## config.mk

```make
export PLATFORM = sky130hd
export DESIGN_NAME = i2c_slave_top
export DESIGN_NICKNAME = d
export VERILOG_FILES = /design/src/hdl/i2c_slave_pkg.sv /design/src/hdl/i2c_bit_framer.sv /design/src/hdl/i2c_bus_conditions.sv /design/src/hdl/i2c_filter_limits.sv /design/src/hdl/i2c_glitch_filter.sv /design/src/hdl/i2c_register_bank.sv /design/src/hdl/i2c_slave_top.sv /design/src/hdl/i2c_transfer_ctrl.sv
export SDC_FILE = /design/constraint.sdc
export NUM_CORES = 1
export LEC_CHECK = 0
export CORE_MARGIN = 5
export CORE_UTILIZATION = 40
export DETAILED_ROUTE_END_ITERATION = 6
export DONT_BUFFER_PORTS = 1
export PLACE_DENSITY = 0.6
export SLEW_MARGIN = 15
export SYNTH_ARGS = -nofsm -noshare
export SYNTH_HDL_FRONTEND = slang
export SYNTH_SLANG_ARGS = --single-unit
```

## constraint.sdc

```tcl
create_clock -name clk -period 30.7 [get_ports clk]
set_input_delay 9.21 -clock clk [delete_from_list [all_inputs] [get_ports clk]]
set_output_delay 9.21 -clock clk [all_outputs]
set_load 0.05 [all_outputs]
```

## src/hdl/i2c_slave_pkg.sv

```systemverilog
// Shared widths, controller state enum, register indexes and filter defaults
`default_nettype none

package i2c_slave_pkg;

	// ----------------------------------------------------------
	// Data widths
	// ----------------------------------------------------------
	typedef logic [7:0]  byte_t;
	typedef logic [63:0] word_t;
	typedef logic [7:0]  reg_index_t;
	typedef logic [6:0]  dev_addr_t;
	// Nine bit frame position, 8 data bits plus ACK
	typedef logic [3:0]  bit_count_t;
	// Filter sum, width and thresholds (up to 20)
	typedef logic [4:0]  filter_count_t;

	// Slave controller states
	typedef enum logic [2:0] {
		ST_IDLE,
		ST_DEV_ADDR,
		ST_READ,
		ST_IDX_PTR,
		ST_WRITE
	} slave_state_e;

	// ----------------------------------------------------------
	// Glitch filter limits and defaults
	// ----------------------------------------------------------
	localparam int FILTER_MAX_WIDTH     = 20;
	localparam int FILTER_MIN_WIDTH     = 3;
	localparam int FILTER_DEFAULT_WIDTH = 6;
	localparam int FILTER_DEFAULT_ONE   = 5;
	localparam int FILTER_DEFAULT_ZERO  = 1;

	// ----------------------------------------------------------
	// Register map
	// ----------------------------------------------------------
	localparam byte_t REG_DATA_IN_BASE  = 8'h00;
	localparam byte_t REG_ADD_BASE      = 8'h08;
	localparam byte_t REG_CONTROL_BASE  = 8'h10;
	localparam byte_t REG_DATA_OUT_BASE = 8'h18;
	// End of operation flag in bit 0
	localparam byte_t REG_END_OP        = 8'h27;
	localparam byte_t REG_FILTER_ZERO   = 8'hFD;
	localparam byte_t REG_FILTER_ONE    = 8'hFE;
	localparam byte_t REG_FILTER_WIDTH  = 8'hFF;

endpackage

`default_nettype wire

```

## src/hdl/i2c_bit_framer.sv

```systemverilog
// Frame bit counter, receive shift register and master ACK capture
`timescale 1ns/1ps
`default_nettype none

module i2c_bit_framer (
	input  wire logic           clk,
	input  wire logic           rst,
	input  wire logic           i_scl_rise,
	input  wire logic           i_scl_fall,
	input  wire logic           i_sda_level,
	input  wire logic           i_start,
	output i2c_slave_pkg::byte_t o_rx_byte,
	output logic                o_lsb_bit,
	output logic                o_ack_bit,
	output logic                o_master_ack
);

	i2c_slave_pkg::bit_count_t bit_cnt_q;

	// Positions 7 and 8 of the frame, ignored during start
	assign o_lsb_bit = (bit_cnt_q == 4'd7) && !i_start;
	assign o_ack_bit = (bit_cnt_q == 4'd8) && !i_start;

	// Counts 0..8 on SCL falls
	always_ff @(posedge clk) begin
		if (rst)
			bit_cnt_q <= '0;
		else if (i_scl_fall && (o_ack_bit || i_start))
			bit_cnt_q <= '0;
		else if (i_scl_fall)
			bit_cnt_q <= bit_cnt_q + 4'd1;
	end

	// SDA is stable while SCL is high
	always_ff @(posedge clk) begin
		if (i_scl_rise && !o_ack_bit)
			o_rx_byte <= {o_rx_byte[6:0], i_sda_level};
	end

	// Low SDA on the ninth bit means master ACK
	always_ff @(posedge clk) begin
		if (rst)
			o_master_ack <= 1'b0;
		else if (i_scl_rise && o_ack_bit)
			o_master_ack <= ~i_sda_level;
	end

endmodule

`default_nettype wire

```

## src/hdl/i2c_bus_conditions.sv

```systemverilog
// Start and stop condition flags, each cleared after the following SCL rise
`timescale 1ns/1ps
`default_nettype none

module i2c_bus_conditions (
	input  wire logic clk,
	input  wire logic rst,
	input  wire logic i_sda_level,
	input  wire logic i_sda_rise,
	input  wire logic i_sda_fall,
	input  wire logic i_scl_level,
	input  wire logic i_scl_rise,
	output logic      o_start,
	output logic      o_stop
);

	logic start_clr_q;
	logic stop_clr_q;

	// SDA falling while SCL high, held until resetter fires
	always_ff @(posedge clk) begin
		if (rst || start_clr_q)
			o_start <= 1'b0;
		else if (i_sda_fall)
			o_start <= i_scl_level;
	end

	// SDA rising while SCL high
	always_ff @(posedge clk) begin
		if (rst || stop_clr_q)
			o_stop <= 1'b0;
		else if (i_sda_rise && i_sda_level)
			o_stop <= i_scl_level;
	end

	// Resetters follow the flags on each SCL rise
	always_ff @(posedge clk) begin
		if (rst) begin
			start_clr_q <= 1'b0;
			stop_clr_q  <= 1'b0;
		end else if (i_scl_rise) begin
			start_clr_q <= o_start;
			stop_clr_q  <= o_stop;
		end
	end

endmodule

`default_nettype wire

```

## src/hdl/i2c_filter_limits.sv

```systemverilog
// Clamping of raw filter configuration bytes into legal width and thresholds
`timescale 1ns/1ps
`default_nettype none

module i2c_filter_limits (
	input  wire logic                 clk,
	input  wire logic                 rst,
	input  wire i2c_slave_pkg::byte_t i_width_raw,
	input  wire i2c_slave_pkg::byte_t i_one_raw,
	input  wire i2c_slave_pkg::byte_t i_zero_raw,
	output i2c_slave_pkg::filter_count_t o_width,
	output i2c_slave_pkg::filter_count_t o_one_threshold,
	output i2c_slave_pkg::filter_count_t o_zero_threshold
);

	i2c_slave_pkg::filter_count_t width_next;
	i2c_slave_pkg::filter_count_t half_width;
	i2c_slave_pkg::filter_count_t one_next;
	i2c_slave_pkg::filter_count_t zero_next;

	always_comb begin
		// Width into MIN..MAX
		if (int'(i_width_raw) > i2c_slave_pkg::FILTER_MAX_WIDTH)
			width_next = i2c_slave_pkg::filter_count_t'(i2c_slave_pkg::FILTER_MAX_WIDTH);
		else if (int'(i_width_raw) < i2c_slave_pkg::FILTER_MIN_WIDTH)
			width_next = i2c_slave_pkg::filter_count_t'(i2c_slave_pkg::FILTER_MIN_WIDTH);
		else
			width_next = i_width_raw[4:0];
		half_width = width_next >> 1;

		// One threshold between half width and width, else full width
		if (i_one_raw > {3'b000, width_next} || i_one_raw < {3'b000, half_width})
			one_next = width_next;
		else
			one_next = i_one_raw[4:0];

		// Zero threshold above half width is meaningless
		if (i_zero_raw > {3'b000, half_width})
			zero_next = '0;
		else
			zero_next = i_zero_raw[4:0];
	end

	always_ff @(posedge clk) begin
		if (rst) begin
			o_width          <= i2c_slave_pkg::filter_count_t'(i2c_slave_pkg::FILTER_DEFAULT_WIDTH);
			o_one_threshold  <= i2c_slave_pkg::filter_count_t'(i2c_slave_pkg::FILTER_DEFAULT_ONE);
			o_zero_threshold <= i2c_slave_pkg::filter_count_t'(i2c_slave_pkg::FILTER_DEFAULT_ZERO);
		end else begin
			o_width          <= width_next;
			o_one_threshold  <= one_next;
			o_zero_threshold <= zero_next;
		end
	end

endmodule

`default_nettype wire

```

## src/hdl/i2c_glitch_filter.sv

```systemverilog
// Line synchronizer, majority vote glitch filter with hysteresis and edge pulses
`timescale 1ns/1ps
`default_nettype none

module i2c_glitch_filter (
	input  wire logic                         clk,
	input  wire logic                         rst,
	input  wire logic                         i_line,
	input  wire i2c_slave_pkg::filter_count_t i_width,
	input  wire i2c_slave_pkg::filter_count_t i_one_threshold,
	input  wire i2c_slave_pkg::filter_count_t i_zero_threshold,
	output logic                              o_level,
	output logic                              o_rise,
	output logic                              o_fall
);

	localparam int MAX_W = i2c_slave_pkg::FILTER_MAX_WIDTH;

	// Three flop synchronizer, idle bus is high
	logic [2:0] sync_q;
	// Sample history, newest sample in bit 0
	logic [MAX_W-1:0] hist_q;
	i2c_slave_pkg::filter_count_t sum;
	logic level_q;
	logic level_prev_q;

	// ----------------------------------------------------------
	// Synchronizer and history
	// ----------------------------------------------------------
	always_ff @(posedge clk) begin
		if (rst) begin
			sync_q <= '1;
			hist_q <= '1;
		end else begin
			sync_q <= {sync_q[1:0], i_line};
			hist_q <= {hist_q[MAX_W-2:0], sync_q[2]};
		end
	end

	// Count ones among the newest i_width samples
	always_comb begin
		sum = '0;
		for (int i = 0; i < MAX_W; i++) begin
			if (i < int'(i_width))
				sum = sum + i2c_slave_pkg::filter_count_t'(hist_q[i]);
		end
	end

	// ----------------------------------------------------------
	// Hysteresis decision
	// ----------------------------------------------------------
	always_ff @(posedge clk) begin
		if (rst) begin
			level_q      <= 1'b1;
			level_prev_q <= 1'b1;
		end else begin
			// Between thresholds the level holds
			if (sum >= i_one_threshold)
				level_q <= 1'b1;
			else if (sum <= i_zero_threshold)
				level_q <= 1'b0;
			level_prev_q <= level_q;
		end
	end

	assign o_level = level_q;
	// Single cycle pulses on each filtered change
	assign o_rise  = level_q & ~level_prev_q;
	assign o_fall  = ~level_q & level_prev_q;

endmodule

`default_nettype wire

```

## src/hdl/i2c_register_bank.sv

```systemverilog
// Register map storage, write decode, read mux and core result capture
`timescale 1ns/1ps
`default_nettype none

module i2c_register_bank (
	input  wire logic                      clk,
	input  wire logic                      rst,
	input  wire logic                      i_write,
	input  wire logic                      i_load,
	input  wire i2c_slave_pkg::reg_index_t i_index,
	input  wire i2c_slave_pkg::byte_t      i_rx_byte,
	input  wire i2c_slave_pkg::word_t      i_data_out,
	input  wire logic                      i_end_op,
	output i2c_slave_pkg::byte_t           o_read_byte,
	output i2c_slave_pkg::word_t           o_data_in,
	output i2c_slave_pkg::word_t           o_add,
	output i2c_slave_pkg::word_t           o_control,
	output i2c_slave_pkg::byte_t           o_width_raw,
	output i2c_slave_pkg::byte_t           o_one_raw,
	output i2c_slave_pkg::byte_t           o_zero_raw
);

	// Writable bytes sit below the result word
	localparam int NUM_WR = int'(i2c_slave_pkg::REG_DATA_OUT_BASE);

	i2c_slave_pkg::byte_t wr_regs [NUM_WR];
	i2c_slave_pkg::word_t data_out_q;
	logic end_op_q;

	// ----------------------------------------------------------
	// Write decode and result capture
	// ----------------------------------------------------------
	always_ff @(posedge clk) begin
		if (rst) begin
			for (int i = 0; i < NUM_WR; i++)
				wr_regs[i] <= '0;
			data_out_q  <= '0;
			end_op_q    <= 1'b0;
			o_width_raw <= i2c_slave_pkg::byte_t'(i2c_slave_pkg::FILTER_DEFAULT_WIDTH);
			o_one_raw   <= i2c_slave_pkg::byte_t'(i2c_slave_pkg::FILTER_DEFAULT_ONE);
			o_zero_raw  <= i2c_slave_pkg::byte_t'(i2c_slave_pkg::FILTER_DEFAULT_ZERO);
		end else if (i_write) begin
			// Unmapped and read only indexes drop the byte
			if (i_index < i2c_slave_pkg::REG_DATA_OUT_BASE)
				wr_regs[i_index[4:0]] <= i_rx_byte;
			else if (i_index == i2c_slave_pkg::REG_FILTER_WIDTH)
				o_width_raw <= i_rx_byte;
			else if (i_index == i2c_slave_pkg::REG_FILTER_ONE)
				o_one_raw <= i_rx_byte;
			else if (i_index == i2c_slave_pkg::REG_FILTER_ZERO)
				o_zero_raw <= i_rx_byte;
		end else begin
			data_out_q <= i_data_out;
			end_op_q   <= i_end_op;
		end
	end

	// Base index byte is the MSB of each word
	always_comb begin
		for (int i = 0; i < 8; i++) begin
			o_data_in[8*(7-i) +: 8] = wr_regs[int'(i2c_slave_pkg::REG_DATA_IN_BASE) + i];
			o_add[8*(7-i) +: 8]     = wr_regs[int'(i2c_slave_pkg::REG_ADD_BASE) + i];
			o_control[8*(7-i) +: 8] = wr_regs[int'(i2c_slave_pkg::REG_CONTROL_BASE) + i];
		end
	end

	// ----------------------------------------------------------
	// Read mux, valid during the load pulse
	// ----------------------------------------------------------
	always_comb begin
		o_read_byte = '0;
		if (i_load) begin
			if (i_index < i2c_slave_pkg::REG_DATA_OUT_BASE)
				o_read_byte = wr_regs[i_index[4:0]];
			else if (i_index < i2c_slave_pkg::REG_DATA_OUT_BASE + 8'd8)
				// Result word is 8 aligned, low index bits pick the byte
				o_read_byte = data_out_q[8*(7-int'(i_index[2:0])) +: 8];
			else if (i_index == i2c_slave_pkg::REG_END_OP)
				o_read_byte = {7'b0, end_op_q};
			else if (i_index == i2c_slave_pkg::REG_FILTER_ZERO)
				o_read_byte = o_zero_raw;
			else if (i_index == i2c_slave_pkg::REG_FILTER_ONE)
				o_read_byte = o_one_raw;
			else if (i_index == i2c_slave_pkg::REG_FILTER_WIDTH)
				o_read_byte = o_width_raw;
		end
	end

endmodule

`default_nettype wire

```

## src/hdl/i2c_slave_top.sv

```systemverilog
// I2C slave register interface top level, filters, framing, control and register map
`timescale 1ns/1ps
`default_nettype none

module i2c_slave_top #(
	parameter i2c_slave_pkg::dev_addr_t DEVICE_ADDRESS = 7'h1A
) (
	input  wire logic                 clk,
	input  wire logic                 rst,
	input  wire logic                 i_scl,
	input  wire logic                 i_sda,
	input  wire i2c_slave_pkg::word_t i_data_out,
	input  wire logic                 i_end_op,
	output logic                      o_sda_release,
	output i2c_slave_pkg::word_t      o_data_in,
	output i2c_slave_pkg::word_t      o_add,
	output i2c_slave_pkg::word_t      o_control
);

	// Filtered lines
	logic scl_level, scl_rise, scl_fall;
	logic sda_level, sda_rise, sda_fall;
	// Filter configuration
	i2c_slave_pkg::filter_count_t width, one_thr, zero_thr;
	i2c_slave_pkg::byte_t width_raw, one_raw, zero_raw;
	// Framing and control
	logic start, stop;
	logic lsb_bit, ack_bit, master_ack;
	logic write, load;
	i2c_slave_pkg::byte_t rx_byte, read_byte;
	i2c_slave_pkg::reg_index_t index;

	// ----------------------------------------------------------
	// Line conditioning
	// ----------------------------------------------------------
	i2c_glitch_filter u_scl_filter (
		.clk(clk), .rst(rst), .i_line(i_scl),
		.i_width(width), .i_one_threshold(one_thr), .i_zero_threshold(zero_thr),
		.o_level(scl_level), .o_rise(scl_rise), .o_fall(scl_fall)
	);

	i2c_glitch_filter u_sda_filter (
		.clk(clk), .rst(rst), .i_line(i_sda),
		.i_width(width), .i_one_threshold(one_thr), .i_zero_threshold(zero_thr),
		.o_level(sda_level), .o_rise(sda_rise), .o_fall(sda_fall)
	);

	i2c_filter_limits u_filter_limits (
		.clk(clk), .rst(rst),
		.i_width_raw(width_raw), .i_one_raw(one_raw), .i_zero_raw(zero_raw),
		.o_width(width), .o_one_threshold(one_thr), .o_zero_threshold(zero_thr)
	);

	// ----------------------------------------------------------
	// Protocol
	// ----------------------------------------------------------
	i2c_bus_conditions u_bus_conditions (
		.clk(clk), .rst(rst),
		.i_sda_level(sda_level), .i_sda_rise(sda_rise), .i_sda_fall(sda_fall),
		.i_scl_level(scl_level), .i_scl_rise(scl_rise),
		.o_start(start), .o_stop(stop)
	);

	i2c_bit_framer u_bit_framer (
		.clk(clk), .rst(rst),
		.i_scl_rise(scl_rise), .i_scl_fall(scl_fall),
		.i_sda_level(sda_level), .i_start(start),
		.o_rx_byte(rx_byte), .o_lsb_bit(lsb_bit),
		.o_ack_bit(ack_bit), .o_master_ack(master_ack)
	);

	i2c_transfer_ctrl #(
		.DEVICE_ADDRESS(DEVICE_ADDRESS)
	) u_transfer_ctrl (
		.clk(clk), .rst(rst),
		.i_scl_fall(scl_fall), .i_start(start), .i_stop(stop),
		.i_lsb_bit(lsb_bit), .i_ack_bit(ack_bit), .i_master_ack(master_ack),
		.i_rx_byte(rx_byte), .i_read_byte(read_byte),
		.o_write(write), .o_load(load), .o_index(index),
		.o_sda_release(o_sda_release)
	);

	// Register map and core side words
	i2c_register_bank u_register_bank (
		.clk(clk), .rst(rst),
		.i_write(write), .i_load(load), .i_index(index), .i_rx_byte(rx_byte),
		.i_data_out(i_data_out), .i_end_op(i_end_op),
		.o_read_byte(read_byte),
		.o_data_in(o_data_in), .o_add(o_add), .o_control(o_control),
		.o_width_raw(width_raw), .o_one_raw(one_raw), .o_zero_raw(zero_raw)
	);

endmodule

`default_nettype wire

```

## src/hdl/i2c_transfer_ctrl.sv

```systemverilog
// Slave FSM, index pointer, transmit shift register and SDA release driver
`timescale 1ns/1ps
`default_nettype none

module i2c_transfer_ctrl #(
	parameter i2c_slave_pkg::dev_addr_t DEVICE_ADDRESS = 7'h1A
) (
	input  wire logic                 clk,
	input  wire logic                 rst,
	input  wire logic                 i_scl_fall,
	input  wire logic                 i_start,
	input  wire logic                 i_stop,
	input  wire logic                 i_lsb_bit,
	input  wire logic                 i_ack_bit,
	input  wire logic                 i_master_ack,
	input  wire i2c_slave_pkg::byte_t i_rx_byte,
	input  wire i2c_slave_pkg::byte_t i_read_byte,
	output logic                      o_write,
	output logic                      o_load,
	output i2c_slave_pkg::reg_index_t o_index,
	output logic                      o_sda_release
);

	i2c_slave_pkg::slave_state_e state_q;
	i2c_slave_pkg::byte_t tx_q;
	logic addr_match;
	logic rw_bit;
	logic slave_ack;
	logic send_next;

	// Address byte as received, R/W in bit 0
	assign addr_match = (i_rx_byte[7:1] == DEVICE_ADDRESS);
	assign rw_bit     = i_rx_byte[0];

	// Slave drives ACK for own address, index and write data
	assign slave_ack = ((state_q == i2c_slave_pkg::ST_DEV_ADDR) && addr_match) ||
	                   (state_q == i2c_slave_pkg::ST_IDX_PTR) ||
	                   (state_q == i2c_slave_pkg::ST_WRITE);
	// A read byte follows this ACK
	assign send_next = ((state_q == i2c_slave_pkg::ST_READ) && i_master_ack) ||
	                   ((state_q == i2c_slave_pkg::ST_DEV_ADDR) && addr_match && rw_bit);

	assign o_write = i_scl_fall && i_ack_bit && (state_q == i2c_slave_pkg::ST_WRITE);
	assign o_load  = i_scl_fall && i_lsb_bit;

	// ----------------------------------------------------------
	// State machine
	// ----------------------------------------------------------
	always_ff @(posedge clk) begin
		if (rst) begin
			state_q <= i2c_slave_pkg::ST_IDLE;
		end else if (i_start) begin
			state_q <= i2c_slave_pkg::ST_DEV_ADDR;
		end else if (i_scl_fall && i_ack_bit) begin
			case (state_q)
				i2c_slave_pkg::ST_DEV_ADDR: begin
					if (!addr_match)
						state_q <= i2c_slave_pkg::ST_IDLE;
					else if (rw_bit)
						state_q <= i2c_slave_pkg::ST_READ;
					else
						state_q <= i2c_slave_pkg::ST_IDX_PTR;
				end
				// Master NACK ends the read burst
				i2c_slave_pkg::ST_READ: begin
					if (!i_master_ack)
						state_q <= i2c_slave_pkg::ST_IDLE;
				end
				i2c_slave_pkg::ST_IDX_PTR: state_q <= i2c_slave_pkg::ST_WRITE;
				default: state_q <= state_q;
			endcase
		end else if (i_stop) begin
			state_q <= i2c_slave_pkg::ST_IDLE;
		end
	end

	// Index loads after the pointer byte, else steps each ACK
	always_ff @(posedge clk) begin
		if (rst)
			o_index <= '0;
		else if (i_scl_fall && i_ack_bit) begin
			if (state_q == i2c_slave_pkg::ST_IDX_PTR)
				o_index <= i_rx_byte;
			else
				o_index <= o_index + 8'd1;
		end
	end

	// Transmit byte, MSB goes out first
	always_ff @(posedge clk) begin
		if (o_load)
			tx_q <= i_read_byte;
		else if (i_scl_fall)
			tx_q <= {tx_q[6:0], 1'b0};
	end

	// ----------------------------------------------------------
	// SDA release, 0 pulls the line low
	// ----------------------------------------------------------
	always_ff @(posedge clk) begin
		if (rst)
			o_sda_release <= 1'b1;
		else if (i_stop || state_q == i2c_slave_pkg::ST_IDLE)
			o_sda_release <= 1'b1;
		else if (i_scl_fall && i_start)
			o_sda_release <= 1'b1;
		else if (i_scl_fall && i_lsb_bit)
			o_sda_release <= !slave_ack;
		else if (i_scl_fall && i_ack_bit)
			o_sda_release <= send_next ? tx_q[7] : 1'b1;
		else if (i_scl_fall && state_q == i2c_slave_pkg::ST_READ)
			o_sda_release <= tx_q[7];
		else if (i_scl_fall)
			o_sda_release <= 1'b1;
	end

endmodule

`default_nettype wire

```

==> summary.txt, run 1 <==
STATUS
-----------------------------------------------------------------------------------------------
Status ........................................................................... finished clean

GLOBAL ROUTE
-----------------------------------------------------------------------------------------------
Via count of the first global-routing pass .......................................        16700
Largest net degree at the start of global routing ................................          195
Global-route total usage across every layer ......................................       0.1953
Number of antenna violations at the first check in global routing ................            3
Global-route wire length before repair ...........................................     102.4 mm
Total grt overflow ...............................................................            0

SYNTH
-----------------------------------------------------------------------------------------------
Share of the yosys chip area belonging to registers ..............................       0.4808
Adder-cell share of the synthesized area .........................................      0.05724
Asr flop ratio synth .............................................................            0
Synthesized-area fraction occupied by and/or/nand/nor cells ......................       0.1772
Syn. warnings ....................................................................            0
Dominant cells by area after synthesis ........................................... edfxtp_1, dfxtp_1, mux4_2, ha_1, and2_1
Area share of the largest cell type after synthesis ..............................       0.3336
Post-Syn Instances ...............................................................         2233
Post-synthesis average cell area .................................................   10.96 um^2
Main flop type after synthesis ...................................................     edfxtp_1
Biggest area consumer among synthesized cells ....................................     edfxtp_1
Post-synth EDFFs .................................................................          272
Distinct cells, synth ............................................................           84
Complex-gate fraction of the synthesized area ....................................      0.09322
FF+latch count, synth ............................................................          452
Largest family of logic cells by synthesized area ................................ simple AND/OR/NAND/NOR gates
Parity-gate share of the synthesized area counting xor and xnor cells ............      0.03823
Area of the mapped netlist .......................................................   24480 um^2
Multiplexer area fraction after synthesis ........................................       0.1261

CLOCK TREE
-----------------------------------------------------------------------------------------------
Clock input transition at the sequential cells of the worst setup and hold paths .        60 ps
Max Root-Sink Buffers ............................................................            3
Master cell of the clock root buffer .............................................    clkbuf_16
CTS resizes ......................................................................            0
Clock insertion delay at the later pin of the skew report ........................       600 ps
Clock tree from TritonCTS ........................................................        built
H-tree depth reported by CTS .....................................................            2
Clock buffers created by TritonCTS ...............................................           49
Clock sink total .................................................................          452
Post-CTS repair timing setup buffer count ........................................            0
Number of buffers inserted by hold repair at cts .................................            0

WORST SETUP PATH
-----------------------------------------------------------------------------------------------
Required time reported for the critical path endpoint ............................     31200 ps
Type of destination of the critical path .........................................         flop
Arrival time of the worst setup path .............................................     14770 ps
Cell type with the highest occurrence count on the critical path .................         ha_1
Kind of start point of the critical path .........................................         flop
Critical-path top delay cell .....................................................       nor3_4
Reg2Reg Depth ....................................................................           66
Largest fanout on the critical path ..............................................           25
Crit path kind ...................................................................      reg2reg
Crit path largest cell delay .....................................................       630 ps

LAYOUT
-----------------------------------------------------------------------------------------------
Net total in the final layout ....................................................         2427
Leading cell types in the layout, fill and taps excluded ......................... nand2_1, edfxtp_1, and2_1
Leading cell type in the layout, fill and taps excluded ..........................      nand2_1
Share of the core filled with cells in the final layout ..........................       0.4485
Area Overhead vs Synth ...........................................................       10.79%
Proportion of layout cells with a drive suffix above 1 ...........................       0.1457
# diodes .........................................................................            0

FLOORPLAN
-----------------------------------------------------------------------------------------------
Horiz. Die Dim ...................................................................     257.4 um
FP Rows ..........................................................................           90
Top-level port count .............................................................          262
Area of the core .................................................................   60470 um^2
Starting density of the core .....................................................       0.4049
Die boundary height ..............................................................     257.4 um
Full die area ....................................................................   66250 um^2

PLACEMENT
-----------------------------------------------------------------------------------------------
HPWL after DPL ...................................................................     47.79 mm
Last weighted congestion value of the routability-driven placer ..................       0.8911
Setup slack after placement ......................................................     16620 ps
PortBufs .........................................................................            0

HOLD PATH
-----------------------------------------------------------------------------------------------
Worst hold path depth ............................................................            1
Tightest Hold Check Type .........................................................      reg2reg

TIMING
-----------------------------------------------------------------------------------------------
Max-slew violation count .........................................................            0
Crit path time final .............................................................     14270 ps
Endpoints failing hold ...........................................................            0
RSZ-0062 raised after global routing .............................................        false
Final worst path period share ....................................................       0.4647
Relative slew slack ..............................................................       0.2536
Max Fclk .........................................................................    70.10 MHz
Maximum clock skew at final layout ...............................................     25.60 ps
Number of failing setup endpoints in the final timing report .....................            0
Setup WS post-layout .............................................................     16430 ps
Slew at the pin with the worst max-slew slack ....................................      1115 ps
Hold slack .......................................................................     406.8 ps
Setup total negative slack .......................................................         0 ps

DETAILED ROUTING
-----------------------------------------------------------------------------------------------
Total via count in the routed design .............................................        17410
Starting DRC count in detailed routing ...........................................         1507
Routed via count divided by cell count ...........................................        5.676
TritonRoute pass-1 iters .........................................................            5
DRT Wirelength ...................................................................     67.83 mm
Post-detailed-route DRC marker count .............................................            0
Routed Antenna Nets ..............................................................            0
Routed length per instance .......................................................     22.11 um

POWER AND IR DROP
-----------------------------------------------------------------------------------------------
Static leakage power .............................................................     10.16 nW
Largest voltage drop on the vdd net ..............................................   0.04197 mV
Pwr/cell area .................................................................... 54.34 nW/um^2

RUN
-----------------------------------------------------------------------------------------------
Number of maximum-capacitance violations .........................................            0

Yosys cell counts, types with 4 or more instances:
cell,count
nand2_1,282
edfxtp_1,272
and2_1,200
dfxtp_1,180
a21oi_1,150
nor2_1,147
ha_1,112
mux4_2,96
clkbuf_1,93
or2_2,80
o21ai_0,69
mux2i_1,61
inv_1,39
xnor2_1,39
nand3_1,36
mux2_2,26
nor3_1,24
xor2_1,24
buf_1,17
o211ai_1,17
a31oi_1,16
and3_1,16
a22oi_1,15
nand2b_1,15
a21o_1,14
o21a_1,12
buf_2,10
nand3b_1,10
nand4_1,10
nor2b_1,10
or3_1,9
o21ai_1,8
a211o_1,7
a211oi_1,7
o22ai_1,7
nor4_1,5
xnor2_2,5
xor2_2,5
a21boi_0,4
buf_6,4
o41ai_1,4
final timing paths:
kind / from / to / slack [ps]
max: u_filter_limits.o_width[3]$_SDFF_PP0_ / u_sda_filter.o_level$_SDFFE_PP1P_ / 16430
max reg2reg: u_filter_limits.o_width[3]$_SDFF_PP0_ / u_sda_filter.o_level$_SDFFE_PP1P_ / 16430
min reg2reg: u_scl_filter.sync_q[0]$_SDFF_PP1_ / u_scl_filter.sync_q[1]$_SDFF_PP1_ / 410
min: u_scl_filter.sync_q[0]$_SDFF_PP1_ / u_scl_filter.sync_q[1]$_SDFF_PP1_ / 410
cell families (layout without fill, tap and decap cells):
group / after synthesis / count (layout)
AND/OR/NAND/NOR: 866 / 866
other: 1 / 65
buffers and inverters: 164 / 153
flip-flops: 452 / 452
AO/OA/AOI/OAI: 372 / 372
multiplexers: 184 / 184
adder cells (fa/ha/maj): 112 / 112
XOR/XNOR: 82 / 82
layer usage:
layer | global-route usage | wire length (um)
met3 | 0.04225 | 4654
met2 | 0.3113 | 31460
met5 | 0 | 27
met4 | 0.05963 | 2287
met1 | 0.2694 | 29400
through the flow:
step | instance area, um^2 | power, mW | instances
floorplan | 24720 | 0.8182 | 2297
global placement | 25370 | 0.8488 | 2977
detailed placement | 25370 | 0.8543 | 2977
CTS | 27120 | 1.487 | 3068
global route | 27120 | 1.527 | 3068
finish | 27120 | 1.474 | 3068
power breakdown:
group | leakage, nW | internal (mW) | switching [mW] | total [mW]
logic | 5.09 | 0.0507 | 0.0735 | 0.124
registers | 4.23 | 0.668 | 0.0503 | 0.718
clock network | 0.850 | 0.381 | 0.251 | 0.631
total | 10.2 | 1.10 | 0.374 | 1.47
worst max-delay path, delay by kind of cell, from the launching register on:
kind	cells	cell delay [ps]
flops	1	580
xor+xnor	6	1030
mux	6	1500
fa+ha+maj	20	6150
compound gates	17	2730
buf+inv	4	340
simple gates	13	1840
state kept, by name (all words and copies together), names as in the netlist, 4 cells and up, named ones only:
register and count:
u_register_bank.data_out_q 64, u_register_bank.o_one_raw 8, u_register_bank.wr_regs 256, u_filter_limits.o_one_threshold 5
u_bit_framer.o_rx_byte 8, u_filter_limits.o_width 5, u_register_bank.o_width_raw 8, u_filter_limits.o_zero_threshold 5
u_bit_framer.bit_cnt_q 4, u_scl_filter.hist_q 20, u_register_bank.o_zero_raw 8, u_transfer_ctrl.tx_q 8
u_transfer_ctrl.o_index 8, u_sda_filter.hist_q 20
layout make-up:
cell class                 count  area (um^2)
tap                          782        978.4
inverter                      39        146.4
clock inverter                16        252.7
fill                        5531        33350
multi-input combinational   1681        12300
clock buffer                  75         1499
sequential                   452        11780
timing repair buffer          23        172.7
(Power assumes the default switching activity.)
==> run 2: changes to the inputs <==
==> constraint.sdc (replaced) <==
create_clock -name clk -period 14.9 [get_ports clk]
set_input_delay 4.47 -clock clk [delete_from_list [all_inputs] [get_ports clk]]
set_output_delay 4.47 -clock clk [all_outputs]
set_load 0.05 [all_outputs]
==> run 2 against run 1 <==
Against the previous run:
- the run now ends with DRC left
- setup slack got worse by 15000 ps
- die area unchanged
- via count decreased by 1.7%
- maximum frequency rose by 3.7%
- non-clock buffer count is 3 higher
- critical path depth is 2 higher
- critical endpoint unchanged
- count of clock-buffer cells in the layout is 7 lower
- largest cell class unchanged
- wire length shrank 1.8%
- global-route usage is 0.11 points lower
==> summary.txt, run 2 (synthesized netlist as in run 1, its figures left out) <==
STATUS
-----------------------------------------------------------------------------------------------
Status ........................................................................... finished, violations left
Violated checks ..................................................................          DRC

WORST SETUP PATH
-----------------------------------------------------------------------------------------------
Kind of start point of the critical path .........................................         flop
Critical-path top delay cell .....................................................         ha_1
Largest fanout on the critical path ..............................................           25   unchanged
Required time reported for the critical path endpoint ............................     15420 ps   -15780 ps
Cell type with the highest occurrence count on the critical path .................         ha_1
Type of destination of the critical path .........................................         flop
Crit path kind ...................................................................      reg2reg
Arrival time of the worst setup path .............................................     14280 ps   -490 ps
Crit path largest cell delay .....................................................       350 ps   -280 ps

LAYOUT
-----------------------------------------------------------------------------------------------
Number of flip-flops under the largest register name .............................          256   unchanged
Reg with most FFs ................................................................ u_register_bank.wr_regs
Layout fillers ...................................................................         5555   +0.43%
Top flop regs .................................................................... u_register_bank.wr_regs (256), u_register_bank.data_out_q (64)
Proportion of layout cells with a drive suffix above 1 ...........................       0.1477   +0.002058
Area Overhead vs Synth ...........................................................       10.07%
Register Area ....................................................................   11780 um^2   unchanged
Final cell count without fillers .................................................         3071   +0.098%
Finished Cell Area ...............................................................   26950 um^2   -0.65%
Leading cell types in the layout, fill and taps excluded ......................... nand2_1, edfxtp_1, and2_1
Leading cell type in the layout, fill and taps excluded ..........................      nand2_1
Area of combinational cells with multiple inputs .................................   12300 um^2   unchanged
Net total in the final layout ....................................................         2429   +0.082%

CLOCK TREE
-----------------------------------------------------------------------------------------------
Post-CTS repair timing setup buffer count ........................................            0   unchanged
Clock insertion delay at the later pin of the skew report ........................       600 ps   about the same
CTS resizes ......................................................................            0   unchanged
Clock buffers created by TritonCTS ...............................................           48   -2.0%
Number of buffers inserted by hold repair at cts .................................            0   unchanged
Clock sink total .................................................................          452   unchanged
Master cell of the clock root buffer .............................................    clkbuf_16
H-tree depth reported by CTS .....................................................            2   unchanged
Clock input transition at the sequential cells of the worst setup and hold paths .        60 ps   about the same
Clock tree from TritonCTS ........................................................        built
Max Root-Sink Buffers ............................................................            3   unchanged

GLOBAL ROUTE
-----------------------------------------------------------------------------------------------
Number of antenna violations at the first check in global routing ................            0   -3
Global-route total usage across every layer ......................................       0.1942   -0.001137
Global-route wire length before repair ...........................................     101.9 mm   -0.47%
Total grt overflow ...............................................................            0   unchanged
Largest net degree at the start of global routing ................................          195   unchanged
Via count of the first global-routing pass .......................................        16680   -0.11%

DETAILED ROUTING
-----------------------------------------------------------------------------------------------
Total via count in the routed design .............................................        17120   -1.7%
Routed via count divided by cell count ...........................................        5.573   -1.8%
DRT Wirelength ...................................................................     66.61 mm   -1.8%
TritonRoute pass-1 iters .........................................................            7   +2
Post-detailed-route DRC marker count .............................................            2   +2
Routed length per instance .......................................................     21.69 um   -1.9%
Starting DRC count in detailed routing ...........................................         1386   -8.0%
Routed Antenna Nets ..............................................................            0   unchanged

TIMING
-----------------------------------------------------------------------------------------------
Endpoints failing hold ...........................................................            0   unchanged
Setup total negative slack .......................................................         0 ps   unchanged
Final worst path period share ....................................................       0.9234   +0.4587
Relative slew slack ..............................................................       0.3176   +0.06402
Number of failing setup endpoints in the final timing report .....................            0   unchanged
RSZ-0062 raised after global routing .............................................        false
Crit path time final .............................................................     13760 ps   -507.0 ps
Max Fclk .........................................................................    72.68 MHz   +3.7%
Slew at the pin with the worst max-slew slack ....................................      1024 ps   -91.12 ps
Max-slew violation count .........................................................            0   unchanged
Maximum clock skew at final layout ...............................................     34.64 ps   +9.035 ps

PLACEMENT
-----------------------------------------------------------------------------------------------
HPWL after DPL ...................................................................     47.58 mm   -0.43%
Post-Place Cell Area .............................................................   25360 um^2   about the same
PortBufs .........................................................................            0   unchanged
Last weighted congestion value of the routability-driven placer ..................       0.8965   +0.61%
Total instance count after detailed placement ....................................         2975   -0.067%

FLOORPLAN
-----------------------------------------------------------------------------------------------
Die boundary height ..............................................................     257.4 um   unchanged
FP Rows ..........................................................................           90   unchanged
Top-level port count .............................................................          262   unchanged
Full die area ....................................................................   66250 um^2   unchanged
Starting density of the core .....................................................       0.4049   unchanged
Area of the core .................................................................   60470 um^2   unchanged
Horiz. Die Dim ...................................................................     257.4 um   unchanged

POWER AND IR DROP
-----------------------------------------------------------------------------------------------
Largest voltage drop on the vdd net ..............................................   0.08804 mV   +110%
Static leakage power .............................................................     10.09 nW   -0.68%
Pwr/cell area .................................................................... 107.6 nW/um^2   +98%

RUN
-----------------------------------------------------------------------------------------------
Number of maximum-capacitance violations .........................................            0   unchanged

HOLD PATH
-----------------------------------------------------------------------------------------------
Tightest Hold Check Type .........................................................      reg2reg

[run 2: cell count changes in the layout (fill, tap and decap cells not counted), moves of 2 or more]
cell	previous run	this run
clkinv_2	3	14
bufinv_16	5	0
clkbuf_16	53	49
clkinv_4	3	0
buf_4	23	25
clkbuf_1	13	11
clkinvlp_4	1	3
[run 2: power breakdown]
group	internal (mW)	switching, mW	total, mW
Clock	0.651	0.517	1.17
Combinational	0.104	0.149	0.253
Sequential	1.38	0.103	1.48
[run 2: per-layer routing]
metal  part of all wire  vias to the layer above  track usage
met2               0.47                      545       0.3143
met4              0.027                        0      0.05191
met3              0.066                       96      0.04353
met5                  0                        -            0
met1               0.44                     8431       0.2658
li1                   -                     8043            -
[run 2: worst max-delay path, delay by kind of cell, from the launching register on]
family | cells | cell delay, ps
fa+ha+maj | 20 | 6120
compound gates | 17 | 2660
mux | 6 | 1490
simple gates | 13 | 1440
xor+xnor | 6 | 1030
buf+inv | 6 | 670
flops | 1 | 290
[run 2: final timing paths]
check / cells after the start / from / to / slack, ps
worst max register to register: 68 / u_filter_limits.o_width[3]$_SDFF_PP0_ / u_sda_filter.o_level$_SDFFE_PP1P_ / 1140
worst min-delay path: 1 / u_scl_filter.sync_q[0]$_SDFF_PP1_ / u_scl_filter.sync_q[1]$_SDFF_PP1_ / 410
worst min register to register: 1 / u_scl_filter.sync_q[0]$_SDFF_PP1_ / u_scl_filter.sync_q[1]$_SDFF_PP1_ / 410
worst max-delay path: 68 / u_filter_limits.o_width[3]$_SDFF_PP0_ / u_sda_filter.o_level$_SDFFE_PP1P_ / 1140
[run 2: area by class of cell]
class | count | share of cell area
multi-input combinational | 1681 | 0.4563
tap | 782 | 0.03631
inverter | 39 | 0.005432
clock inverter | 22 | 0.005989
sequential | 452 | 0.4371
clock buffer | 68 | 0.05112
timing repair buffer | 26 | 0.007707
antenna | 1 | 0.00009286
[run 2: through the flow]
step | power [mW] | hold WS (ps) | setup WS (ps) | utilization
after floorplan | 1.686 | 389.5 | 1850 | -
after global placement | 1.749 | 391.6 | 1410 | 0.4193
after detailed placement | 1.758 | 394.0 | 1038 | 0.4193
after CTS | 2.925 | 409.6 | 996.5 | 0.4448
after global routing | 3.010 | 424.8 | 103.1 | 0.4456
final | 2.901 | 407.9 | 1141 | 0.4456
==> run 3: changes to the inputs <==
--- a/config.mk
+++ b/config.mk
@@ -10,6 +10,7 @@
 export DETAILED_ROUTE_END_ITERATION = 6
 export DONT_BUFFER_PORTS = 1
 export PLACE_DENSITY = 0.6
+export RECOVER_POWER = 25
 export SLEW_MARGIN = 15
 export SYNTH_ARGS = -nofsm -noshare
 export SYNTH_HDL_FRONTEND = slang
==> run 3 against run 2 <==
Against the previous run:
- the flow finishes with violations (capacitance limit, slew limit)
- sequential share of layout area increased by 0.065 points
- via count increased by 0.40%
- non-clock buffer count unchanged
- sequential power about the same
- die area unchanged
- global-route usage unchanged
- power about the same
- clock skew about the same
- core utilization decreased by 0.081 points
- design area decreased by 0.18%
- critical endpoint unchanged
- largest power group unchanged
==> summary.txt, run 3 (synthesized netlist as in run 1, its figures left out) <==
STATUS
-----------------------------------------------------------------------------------------------
Status ........................................................................... finished, violations left
Violated checks .................................................................. capacitance limit, slew limit

DETAILED ROUTING
-----------------------------------------------------------------------------------------------
Total via count in the routed design .............................................        17180   +0.40%
Post-detailed-route DRC marker count .............................................            0   -2
DRT Wirelength ...................................................................     66.81 mm   +0.30%
Routed via count divided by cell count ...........................................        5.596   +0.40%
Starting DRC count in detailed routing ...........................................         1411   +1.8%
Routed Antenna Nets ..............................................................            0   unchanged
Routed length per instance .......................................................     21.75 um   +0.30%
TritonRoute pass-1 iters .........................................................            5   -2

FLOORPLAN
-----------------------------------------------------------------------------------------------
Area of the core .................................................................   60470 um^2   unchanged
Starting density of the core .....................................................       0.4049   unchanged
Full die area ....................................................................   66250 um^2   unchanged
Top-level port count .............................................................          262   unchanged
FP Rows ..........................................................................           90   unchanged
Horiz. Die Dim ...................................................................     257.4 um   unchanged
Die boundary height ..............................................................     257.4 um   unchanged

CLOCK TREE
-----------------------------------------------------------------------------------------------
Clock insertion delay at the later pin of the skew report ........................       600 ps   about the same
Max Root-Sink Buffers ............................................................            3   unchanged
Clock buffers created by TritonCTS ...............................................           48   unchanged
Clock input transition at the sequential cells of the worst setup and hold paths .        60 ps   about the same
H-tree depth reported by CTS .....................................................            2   unchanged
Master cell of the clock root buffer .............................................    clkbuf_16
Clock tree from TritonCTS ........................................................        built
Clock sink total .................................................................          452   unchanged
CTS resizes ......................................................................            0   unchanged

TIMING
-----------------------------------------------------------------------------------------------
Relative slew slack ..............................................................       -1.327   -1.645
Hold slack .......................................................................     408.1 ps   +0.1570 ps
Final worst path period share ....................................................       0.9230   about the same
Crit path time final .............................................................     13750 ps   -5.820 ps
Max Fclk .........................................................................    72.71 MHz   about the same
Maximum clock skew at final layout ...............................................     34.92 ps   +0.2777 ps
Slew at the pin with the worst max-slew slack ....................................      3491 ps   +2467 ps
Max-slew violation count .........................................................          434   +434
Endpoints failing hold ...........................................................            0   unchanged
Number of failing setup endpoints in the final timing report .....................            0   unchanged
RSZ-0062 raised after global routing .............................................        false
Setup WS post-layout .............................................................      1147 ps   +5.820 ps
Setup total negative slack .......................................................         0 ps   unchanged

GLOBAL ROUTE
-----------------------------------------------------------------------------------------------
Total grt overflow ...............................................................            0   unchanged
Number of antenna violations at the first check in global routing ................            0   unchanged
Global-route wire length before repair ...........................................     101.9 mm   unchanged
Via count of the first global-routing pass .......................................        16680   unchanged
Global-route total usage across every layer ......................................       0.1942   unchanged
Largest net degree at the start of global routing ................................          195   unchanged

WORST SETUP PATH
-----------------------------------------------------------------------------------------------
Kind of start point of the critical path .........................................         flop
Crit path kind ...................................................................      reg2reg
Largest fanout on the critical path ..............................................           25   unchanged
Cell type with the highest occurrence count on the critical path .................         ha_1
Crit path largest cell delay .....................................................       360 ps   about the same
Type of destination of the critical path .........................................         flop
Critical-path top delay cell .....................................................         ha_1
Arrival time of the worst setup path .............................................     14280 ps   about the same
Required time reported for the critical path endpoint ............................     15420 ps   about the same

RUN
-----------------------------------------------------------------------------------------------
Number of maximum-capacitance violations .........................................           11   +11

POWER AND IR DROP
-----------------------------------------------------------------------------------------------
Static leakage power .............................................................     10.05 nW   -0.44%
Pwr/cell area .................................................................... 107.7 nW/um^2   about the same
Largest voltage drop on the vdd net ..............................................   0.08790 mV   -0.16%

LAYOUT
-----------------------------------------------------------------------------------------------
Share of the core filled with cells in the final layout ..........................       0.4448   -0.0008070
Reg with most FFs ................................................................ u_register_bank.wr_regs
Proportion of layout cells with a drive suffix above 1 ...........................       0.1407   -0.006993
Leading cell type in the layout, fill and taps excluded ..........................      nand2_1
Layout fillers ...................................................................         5565   +0.18%
Net total in the final layout ....................................................         2429   unchanged
Final cell count without fillers .................................................         3071   unchanged
Top flop regs .................................................................... u_register_bank.wr_regs (256), u_register_bank.data_out_q (64)
Number of flip-flops under the largest register name .............................          256   unchanged
Leading cell types in the layout, fill and taps excluded ......................... nand2_1, edfxtp_1, and2_1
Area Overhead vs Synth ...........................................................       9.874%

PLACEMENT
-----------------------------------------------------------------------------------------------
PortBufs .........................................................................            0   unchanged
Setup slack after placement ......................................................      1038 ps   unchanged
HPWL after DPL ...................................................................     47.58 mm   unchanged
Last weighted congestion value of the routability-driven placer ..................       0.8965   unchanged
Total instance count after detailed placement ....................................         2975   unchanged

HOLD PATH
-----------------------------------------------------------------------------------------------
Tightest Hold Check Type .........................................................      reg2reg

-- run 3: through the flow --
step	power, mW	area [um^2]
6_report	2.898	26900
5_1_grt	3.009	26900
4_1_cts	2.925	26900
3_5_place_dp	1.758	25360
3_3_place_gp	1.749	25360
2_1_floorplan	1.686	24720
-- run 3: cell type report --
type | instances | area [um^2] | share of cell area
clock inverters | 22 | 161.4 | 0.006000
well taps | 782 | 978.4 | 0.03637
inverters | 39 | 146.4 | 0.005442
repair buffers | 26 | 162.7 | 0.006047
clock buffers | 68 | 1378 | 0.05121
multi-input cells | 1681 | 12300 | 0.4571
diodes | 1 | 2.502 | 0.00009303
flip-flops and latches | 452 | 11780 | 0.4377
-- run 3: power by group --
group	total (mW)	leakage (nW)	switching, mW	internal, mW
Clock	1.17	0.761	0.515	0.651
Combinational	0.251	5.06	0.149	0.102
Sequential	1.48	4.23	0.103	1.38
Total	2.90	10.0	0.767	2.13
-- run 3: layer usage --
layer | GRT usage | up-vias | part of all wire
met4 | 0.05191 | 0 | 0.027
met1 | 0.2658 | 8501 | 0.44
met2 | 0.3143 | 544 | 0.47
li1 | - | 8043 | -
met5 | 0 | - | 0
met3 | 0.04353 | 96 | 0.065
-- run 3: critical path, delay by kind of cell (launching register included) --
family	cells	cell delay, ps
simple gates	13	1440
buf+inv	6	670
fa+ha+maj	20	6130
mux	6	1490
xor+xnor	6	1030
compound gates	17	2640
flops	1	290
-- run 3: timing repair --
action                                  4_1_cts  5_1_grt
hold buffers                                  0        0
buffers inserted                              0        4
endpoints found under the setup margin        0        2
-- run 3: final timing paths --
kind / startpoint / end / slack (ps) / depth (start not counted)
worst max-delay path: u_filter_limits.o_width[3]$_SDFF_PP0_ / u_sda_filter.o_level$_SDFFE_PP1P_ / 1150 / 68
worst min register to register: u_scl_filter.sync_q[0]$_SDFF_PP1_ / u_scl_filter.sync_q[1]$_SDFF_PP1_ / 410 / 1
worst min-delay path: u_scl_filter.sync_q[0]$_SDFF_PP1_ / u_scl_filter.sync_q[1]$_SDFF_PP1_ / 410 / 1
worst max register to register: u_filter_limits.o_width[3]$_SDFF_PP0_ / u_sda_filter.o_level$_SDFFE_PP1P_ / 1150 / 68
